[config.mk]
export PLATFORM = sky130hd
export DESIGN_NAME = memLinkEndpoint
export DESIGN_NICKNAME = d
export VERILOG_FILES = /design/src/hw/linkPkg.sv /design/src/hw/frameRx.sv /design/src/hw/frameTx.sv /design/src/hw/accessUnit.sv /design/src/hw/memLinkEndpoint.sv
export SDC_FILE = /design/constraint.sdc
export NUM_CORES = 1
export LEC_CHECK = 0
export BUFFER_PORTS_ARGS = -buffer_cell sky130_fd_sc_hd__buf_2
export CORE_MARGIN = 8
export CORE_UTILIZATION = 55
export DETAILED_ROUTE_END_ITERATION = 6
export GPL_TIMING_DRIVEN = 1
export PLACE_DENSITY = 0.82
export SYNTH_ARGS = -nofsm -noshare
export SYNTH_HDL_FRONTEND = slang
export SYNTH_HIERARCHICAL = 1
export SYNTH_SLANG_ARGS = --single-unit
[constraint.sdc]
create_clock -name clk -period 5.8 [get_ports clk]
set_input_delay 0.29 -clock clk [delete_from_list [all_inputs] [get_ports clk]]
set_output_delay 0.29 -clock clk [all_outputs]
set_load 0.01 [all_outputs]
[src/hw/linkPkg.sv]
package linkPkg;

    // serial link timing in clock cycles
    localparam int BIT_CYCLES = 4;
    // low samples on lane 0 before a start bit counts
    localparam int START_JUDGE = 2;
    // sample cycle inside each bit time
    localparam int SAMPLE_POINT = 2;

    // lane counts
    localparam int REQ_LANES = 4;
    localparam int RESP_LANES = 2;

    // response frames waiting for the transmitter
    localparam int RESP_DEPTH = 4;

    // field widths
    localparam int ADDR_W = 4;
    localparam int DATA_W = 32;
    localparam int TAG_W = 3;

    localparam int MEM_WORDS = 2 ** ADDR_W;

    typedef logic [ADDR_W-1:0] addr_t;
    typedef logic [DATA_W-1:0] data_t;
    typedef logic [TAG_W-1:0] tag_t;

    // read request frame
    typedef struct packed {
        tag_t  tag;
        addr_t addr;
    } readReq_t;

    // write request frame
    typedef struct packed {
        tag_t  tag;
        addr_t addr;
        data_t data;
    } writeReq_t;

    // response frame with zero data for a write ack
    typedef struct packed {
        logic  isWrite;
        tag_t  tag;
        data_t data;
    } resp_t;

endpackage

[src/hw/frameRx.sv]
`timescale 1ns/10ps

module frameRx #(
    parameter int LANES = linkPkg::REQ_LANES,
    parameter type payload_t = linkPkg::readReq_t
) (
    input  logic             clk,
    input  logic             rstn,
    input  logic [LANES-1:0] lanes,
    input  logic             take,
    output payload_t         frame,
    output logic             frameValid,
    output logic             busy
);
    import linkPkg::*;

    localparam int WIDTH = $bits(payload_t);
    localparam int GROUPS = (WIDTH + LANES - 1) / LANES;
    localparam int TOTAL = GROUPS * LANES;
    // bit 0 is the start bit, GROUPS+1 the stop bit
    localparam int STOP_BIT = GROUPS + 1;
    localparam int PHASE_W = $clog2(BIT_CYCLES);
    localparam int BIT_W = $clog2(STOP_BIT + 1);
    localparam int LOW_W = $clog2(START_JUDGE + 1);

    typedef enum logic [1:0] {
        IDLE,
        RECV,
        HOLD
    } rxState_t;

    rxState_t           state;
    logic [PHASE_W-1:0] phase;
    logic [BIT_W-1:0]   bitNum;
    logic [LOW_W-1:0]   lowCnt;
    logic [TOTAL-1:0]   shiftReg;
    logic               samplePoint;
    logic               stopBit;
    logic               dataBit;

    assign samplePoint = (phase == PHASE_W'(SAMPLE_POINT));
    assign stopBit = (bitNum == BIT_W'(STOP_BIT));
    assign dataBit = (bitNum != '0) && !stopBit;

    always_ff @(posedge clk) begin
        if (!rstn) begin
            state <= IDLE;
            phase <= '0;
            bitNum <= '0;
            lowCnt <= '0;
        end else begin
            case (state)
                IDLE: begin
                    if (lanes[0]) begin
                        lowCnt <= '0;
                    end else if (lowCnt == LOW_W'(START_JUDGE - 1)) begin
                        // start confirmed, already START_JUDGE cycles into the bit
                        state <= RECV;
                        phase <= PHASE_W'(START_JUDGE);
                        bitNum <= '0;
                        lowCnt <= '0;
                    end else begin
                        lowCnt <= lowCnt + 1'b1;
                    end
                end
                RECV: begin
                    if (phase == PHASE_W'(BIT_CYCLES - 1)) begin
                        phase <= '0;
                        bitNum <= bitNum + 1'b1;
                    end else begin
                        phase <= phase + 1'b1;
                    end
                    if (samplePoint && stopBit) begin
                        state <= HOLD;
                    end
                end
                HOLD: begin
                    if (take) begin
                        state <= IDLE;
                    end
                end
                default: state <= IDLE;
            endcase
        end
    end

    // lane groups enter at the top, first group ends at bit 0
    // the register then holds the frame until take
    always_ff @(posedge clk) begin
        if (state == RECV && samplePoint && dataBit) begin
            shiftReg <= {lanes, shiftReg[TOTAL-1:LANES]};
        end
    end

    assign frame = payload_t'(shiftReg[WIDTH-1:0]);
    assign frameValid = (state == HOLD);
    assign busy = (state != IDLE);

endmodule

[src/hw/frameTx.sv]
`timescale 1ns/10ps

module frameTx #(
    parameter int LANES = linkPkg::RESP_LANES,
    parameter type payload_t = linkPkg::resp_t
) (
    input  logic             clk,
    input  logic             rstn,
    input  payload_t         frame,
    input  logic             push,
    output logic             full,
    output logic [LANES-1:0] lanes
);
    import linkPkg::*;

    localparam int WIDTH = $bits(payload_t);
    localparam int GROUPS = (WIDTH + LANES - 1) / LANES;
    localparam int TOTAL = GROUPS * LANES;
    localparam int STOP_BIT = GROUPS + 1;
    localparam int PHASE_W = $clog2(BIT_CYCLES);
    localparam int BIT_W = $clog2(STOP_BIT + 1);
    localparam int PTR_W = $clog2(RESP_DEPTH);
    localparam int CNT_W = $clog2(RESP_DEPTH + 1);

    payload_t           fifo [RESP_DEPTH];
    logic [PTR_W-1:0]   wrPtr;
    logic [PTR_W-1:0]   rdPtr;
    logic [CNT_W-1:0]   count;
    logic               doPush;
    logic               doPop;
    logic               sending;
    logic [PHASE_W-1:0] phase;
    logic [BIT_W-1:0]   bitNum;
    logic [TOTAL-1:0]   shiftReg;
    logic               bitEnd;

    function automatic logic [PTR_W-1:0] nextPtr(input logic [PTR_W-1:0] ptr);
        if (ptr == PTR_W'(RESP_DEPTH - 1)) begin
            return '0;
        end
        return ptr + 1'b1;
    endfunction

    assign full = (count == CNT_W'(RESP_DEPTH));
    assign doPush = push && !full;
    // next frame leaves only once the line is idle
    assign doPop = !sending && (count != '0);
    assign bitEnd = (phase == PHASE_W'(BIT_CYCLES - 1));

    always_ff @(posedge clk) begin
        if (doPush) begin
            fifo[wrPtr] <= frame;
        end
    end

    always_ff @(posedge clk) begin
        if (!rstn) begin
            wrPtr <= '0;
            rdPtr <= '0;
            count <= '0;
        end else begin
            if (doPush) begin
                wrPtr <= nextPtr(wrPtr);
            end
            if (doPop) begin
                rdPtr <= nextPtr(rdPtr);
            end
            case ({doPush, doPop})
                2'b10: count <= count + 1'b1;
                2'b01: count <= count - 1'b1;
                default: count <= count;
            endcase
        end
    end

    // start bit, GROUPS lane groups, stop bit
    always_ff @(posedge clk) begin
        if (!rstn) begin
            sending <= 1'b0;
            phase <= '0;
            bitNum <= '0;
            lanes <= '1;
        end else if (doPop) begin
            sending <= 1'b1;
            phase <= '0;
            bitNum <= '0;
            lanes <= ~LANES'(1);
        end else if (sending) begin
            if (bitEnd) begin
                phase <= '0;
                bitNum <= bitNum + 1'b1;
                if (bitNum == BIT_W'(STOP_BIT)) begin
                    sending <= 1'b0;
                end else if (bitNum == BIT_W'(GROUPS)) begin
                    lanes <= '1;
                end else begin
                    lanes <= shiftReg[LANES-1:0];
                end
            end else begin
                phase <= phase + 1'b1;
            end
        end
    end

    // lowest group goes out first, top pad bits stay zero
    always_ff @(posedge clk) begin
        if (doPop) begin
            shiftReg <= TOTAL'(fifo[rdPtr]);
        end else if (sending && bitEnd && bitNum < BIT_W'(GROUPS)) begin
            shiftReg <= shiftReg >> LANES;
        end
    end

endmodule

[src/hw/accessUnit.sv]
`timescale 1ns/10ps

module accessUnit (
    input  logic               clk,
    input  logic               rstn,
    input  linkPkg::readReq_t  readReq,
    input  logic               readValid,
    input  linkPkg::writeReq_t writeReq,
    input  logic               writeValid,
    input  logic               full,
    output logic               readTake,
    output logic               writeTake,
    output linkPkg::resp_t     resp,
    output logic               push
);
    import linkPkg::*;

    data_t mem [MEM_WORDS];
    logic  canIssue;
    logic  doWrite;
    logic  doRead;
    resp_t respNext;

    // no decision in a take cycle, so full already counts the last push
    // and the taken frame is not seen twice
    assign canIssue = !push && !full;
    // writes win a tie
    assign doWrite = canIssue && writeValid;
    assign doRead = canIssue && readValid && !writeValid;

    always_comb begin
        respNext = '0;
        if (doWrite) begin
            respNext.isWrite = 1'b1;
            respNext.tag = writeReq.tag;
        end else begin
            respNext.isWrite = 1'b0;
            respNext.tag = readReq.tag;
            respNext.data = mem[readReq.addr];
        end
    end

    always_ff @(posedge clk) begin
        if (!rstn) begin
            writeTake <= 1'b0;
            readTake <= 1'b0;
            push <= 1'b0;
        end else begin
            writeTake <= doWrite;
            readTake <= doRead;
            push <= doWrite || doRead;
        end
    end

    // word memory starts out all zero
    always_ff @(posedge clk) begin
        if (!rstn) begin
            for (int i = 0; i < MEM_WORDS; i++) begin
                mem[i] <= '0;
            end
        end else if (doWrite) begin
            mem[writeReq.addr] <= writeReq.data;
        end
    end

    // response leaves together with push
    always_ff @(posedge clk) begin
        if (doWrite || doRead) begin
            resp <= respNext;
        end
    end

endmodule

[src/hw/memLinkEndpoint.sv]
`timescale 1ns/10ps

module memLinkEndpoint (
    input  logic                           clk,
    input  logic                           rstn,
    input  logic [linkPkg::REQ_LANES-1:0]  readLanes,
    input  logic [linkPkg::REQ_LANES-1:0]  writeLanes,
    output logic                           readBusy,
    output logic                           writeBusy,
    output logic [linkPkg::RESP_LANES-1:0] respLanes
);
    import linkPkg::*;

    readReq_t  readReq;
    logic      readValid;
    logic      readTake;
    writeReq_t writeReq;
    logic      writeValid;
    logic      writeTake;
    resp_t     resp;
    logic      push;
    logic      full;

    // read request link
    frameRx #(
        .LANES(REQ_LANES),
        .payload_t(readReq_t)
    ) readRx (
        .clk(clk),
        .rstn(rstn),
        .lanes(readLanes),
        .take(readTake),
        .frame(readReq),
        .frameValid(readValid),
        .busy(readBusy)
    );

    // write request link
    frameRx #(
        .LANES(REQ_LANES),
        .payload_t(writeReq_t)
    ) writeRx (
        .clk(clk),
        .rstn(rstn),
        .lanes(writeLanes),
        .take(writeTake),
        .frame(writeReq),
        .frameValid(writeValid),
        .busy(writeBusy)
    );

    accessUnit access (
        .clk(clk),
        .rstn(rstn),
        .readReq(readReq),
        .readValid(readValid),
        .writeReq(writeReq),
        .writeValid(writeValid),
        .full(full),
        .readTake(readTake),
        .writeTake(writeTake),
        .resp(resp),
        .push(push)
    );

    // response link
    frameTx #(
        .LANES(RESP_LANES),
        .payload_t(resp_t)
    ) respTx (
        .clk(clk),
        .rstn(rstn),
        .frame(resp),
        .push(push),
        .full(full),
        .lanes(respLanes)
    );

endmodule

==> out/metrics.yaml <==
synthesis:
  syn-num-nets: 2063
  synth.distinct_cells: 73
  synth_cells: 2036
  syn_area_um2: 34600
  yosysSeqAreaShare_pct: 69.6
  synth_ff_type: "edfxtp_1"
  yosysWarnings: 6
  synth-seq-cells: 816
  synthArstFlopShare_pct: 0
  syn_avg_cell_area_um2: 17.0
  synth_edf_count: 776
routing:
  dr.pass1.iters: 5
  drc: 0
  wirelength_mm: 77.1
  vias: 18000
  met3_length_mm: 6.84
  viasPerCell: 6.18
  wl_met2_mm: 38.8
  drt_iter0_drc: 1986
  wl_per_cell_um: 26.5
  ant_nets: 0
  highest_layer: "met5"
  drt-met1-wl_mm: 28.9
final_layout:
  mostFrequentLayoutCell: "edfxtp_1"
  regArea_um2: 24100
  num-nets-final: 2023
  layout.cells.non_filler: 2911
  area_growth_pct: 9.76
  final_cell_mix: "edfxtp_1 (776), and2_1 (513), mux4_2 (163), clkbuf_16 (81), a22oi_1 (64)"
  layout-drive-gt1-share_pct: 20.7
  fill_cells: 4319
  multi_input_area_um2: 9700
place:
  post-place-cells: 2752
  io_buffers: 13
  dp_slack_ns: 2.32
  dpl.hpwl_mm: 41.4
  gp_congestion: 0.754
grt:
  track_usage_pct: 21.8
  grt-ovfl-total: 0
  grt_pass1_vias: 18600
  antenna_found_initial: 4
  grt_max_degree: 108
  grt_pass1_wl_mm: 116
flow_run:
  drv.max_cap_violation_count: 0
timing:
  setup_tns_ns: 0
  final-setup-viol-count: 0
  rsz0062_at_grt: "false"
  final.setup.worst_slack_ns: 2.28
  relSlewSlack_pct: 18.9
  hold_viol: 0
  period_needed_ns: 3.52
  slew_viol_final: 0
  timing.fmax_ghz: 0.284
  fin_crit_sh_pct: 60.6
  worstMarginPinSlew_ns: 1.22
  fin_skew_ns: 0.0353
clocking:
  clock_latency_ns: 0.64
  post_cts_resized: 0
  cts_buffers: 80
  tritoncts: "yes"
  numClockSinks: 816
  cts_buffer_depth: 3
  htree_levels: 3
  holdBufCountCts: 8
  root_buffer: "clkbuf_16"
  clk_pin_slew_ns: 0.06
  postCtsSetupRepairBufs: 0
worst_setup_path:
  worstPathMaxFanout: 32
  arrival_ns: 3.75
  crit_path_start_kind: "register"
  required_ns: 6.03
  crit_type: "reg -> reg"
  end_kind: "register"
power:
  ir_drop_v: 0.000291
  pwr-share-clk_pct: 40.4
  p_seq_share_pct: 53.2
  power.internal_uw: 9980
  p_sw_share_pct: 21.5
  p_leak_uw: 0.0133
  power_density_nw_per_um2: 334
  comb_power_share_pct: 6.4
  p_sw_uw: 2730
hold_path:
  worstHoldPathType: "in -> reg"
floorplan:
  coreArea_um2: 62600
  floorplan.rows: 92
  dieArea_um2: 71200
  dieWidth_um: 267
  start_util_pct: 55.3
  io_pins: 14
  die_h_um: 267
run_status:
  outcome: "finished clean"
==> cells by family after synthesis <==
kind of cell | after synthesis | share of synthesized area (%)
adder cells (fa/ha/maj) | 17 | 0.636
AO/OA/AOI/OAI | 130 | 2.65
buffers and inverters | 204 | 3.02
XOR/XNOR | 4 | 0.101
multiplexers | 206 | 12.3
AND/OR/NAND/NOR | 659 | 11.7
flip-flops | 816 | 69.6
==> power groups by stage <==
stage | Combinational (uW) | Clock (uW) | Sequential (uW)
after floorplan | 638 | 0 | 6870
after global placement | 788 | 0 | 6870
after detailed placement | 809 | 0 | 6890
after CTS | 817 | 5150 | 6770
after global routing | 862 | 5370 | 6780
final | 808 | 5140 | 6770
==> routing by layer <==
layer | vias to the layer above | global-route usage (%)
li1 | 7544 | -
met3 | 178 | 4.18
met1 | 9298 | 28.0
met2 | 976 | 36.9
met5 | - | 0
met4 | 2 | 7.70
==> state kept, by name, summed over array words and instances (netlist names), 2 cells and up, named ones only <==
signal / flops
access/mem: 512
respTx/fifo: 144
writeRx/shiftReg: 40
access/resp: 36
respTx/shiftReg: 36
readRx/shiftReg: 8
respTx/bitNum: 5
writeRx/bitNum: 4
respTx/count: 3
readRx/bitNum: 2
readRx/lowCnt: 2
readRx/phase: 2
readRx/state: 2
respTx/lanes: 2
respTx/phase: 2
respTx/rdPtr: 2
respTx/wrPtr: 2
writeRx/lowCnt: 2
writeRx/phase: 2
writeRx/state: 2
==> worst max-delay path: stages, from the launching register on <==
cell      delay [ns]
dfxtp_1         0.42
or3b_1          0.26
inv_1           0.17
and4bb_4        0.42
or3b_1          0.62
nor3_4          0.25
or2b_2          0.96
==> synth_stat cells, types with 4 or more instances <==
cell      instances  area (um2)
o211a_1           4        40.0
mux2_4           28         420
buf_4            47         353
mux2_2            9         101
and2_1          513        3210
clkbuf_1         92         345
nor2_1           25        93.8
nand3_1          10        50.1
dfxtp_1          40         801
ha_1             16         200
or3_1             4        25.0
buf_6             9         101
nand2b_1          6        37.5
a21oi_1          16        80.1
buf_1             8        30.0
edfxtp_1        776       23300
nand2_1          43         161
mux4_2          163        3670
inv_1            19        71.3
a22oi_1          64         480
nor3b_1           4        30.0
or4_1             4        30.0
mux2i_1           6        60.1
o21ai_0          20         100
nor3_1            7        35.0
clkbuf_2         12        60.1
buf_2            16        80.1
and3_1            7        43.8
==> layout make-up <==
class / instances / share of cell area, %
Timing Repair Buffer: 62 / 1.26
Multi-Input combinational cell: 1016 / 25.5
Antenna cell: 2 / 0.0132
Clock inverter: 48 / 1.22
Inverter: 20 / 0.204
Clock buffer: 101 / 5.56
Sequential cell: 816 / 63.4
Tap cell: 846 / 2.79
==> final timing paths <==
path / start / to / slack [ns] / cells past startpoint
max: respTx/count[1] / access/mem[0][1] / 2.28 / 6
min: rstn / writeRx/lowCnt[1] / 0.30 / 3
max reg2reg: respTx/count[1] / access/mem[0][1] / 2.28 / 6
min reg2reg: writeRx/shiftReg[39] / writeRx/shiftReg[35] / 0.43 / 0
==> through the flow <==
step	total power [uW]	hold WS [ns]	utilization, %	cell area, um2
2_1_floorplan	7510	0.389	-	34600
3_3_place_gp	7660	0.407	56.4	35300
3_5_place_dp	7700	0.417	56.4	35300
4_1_cts	12700	0.276	60.7	38000
5_1_grt	13000	0.306	60.7	38000
6_report	12700	0.303	60.7	38000
Power figures use the tool's default switching activity.
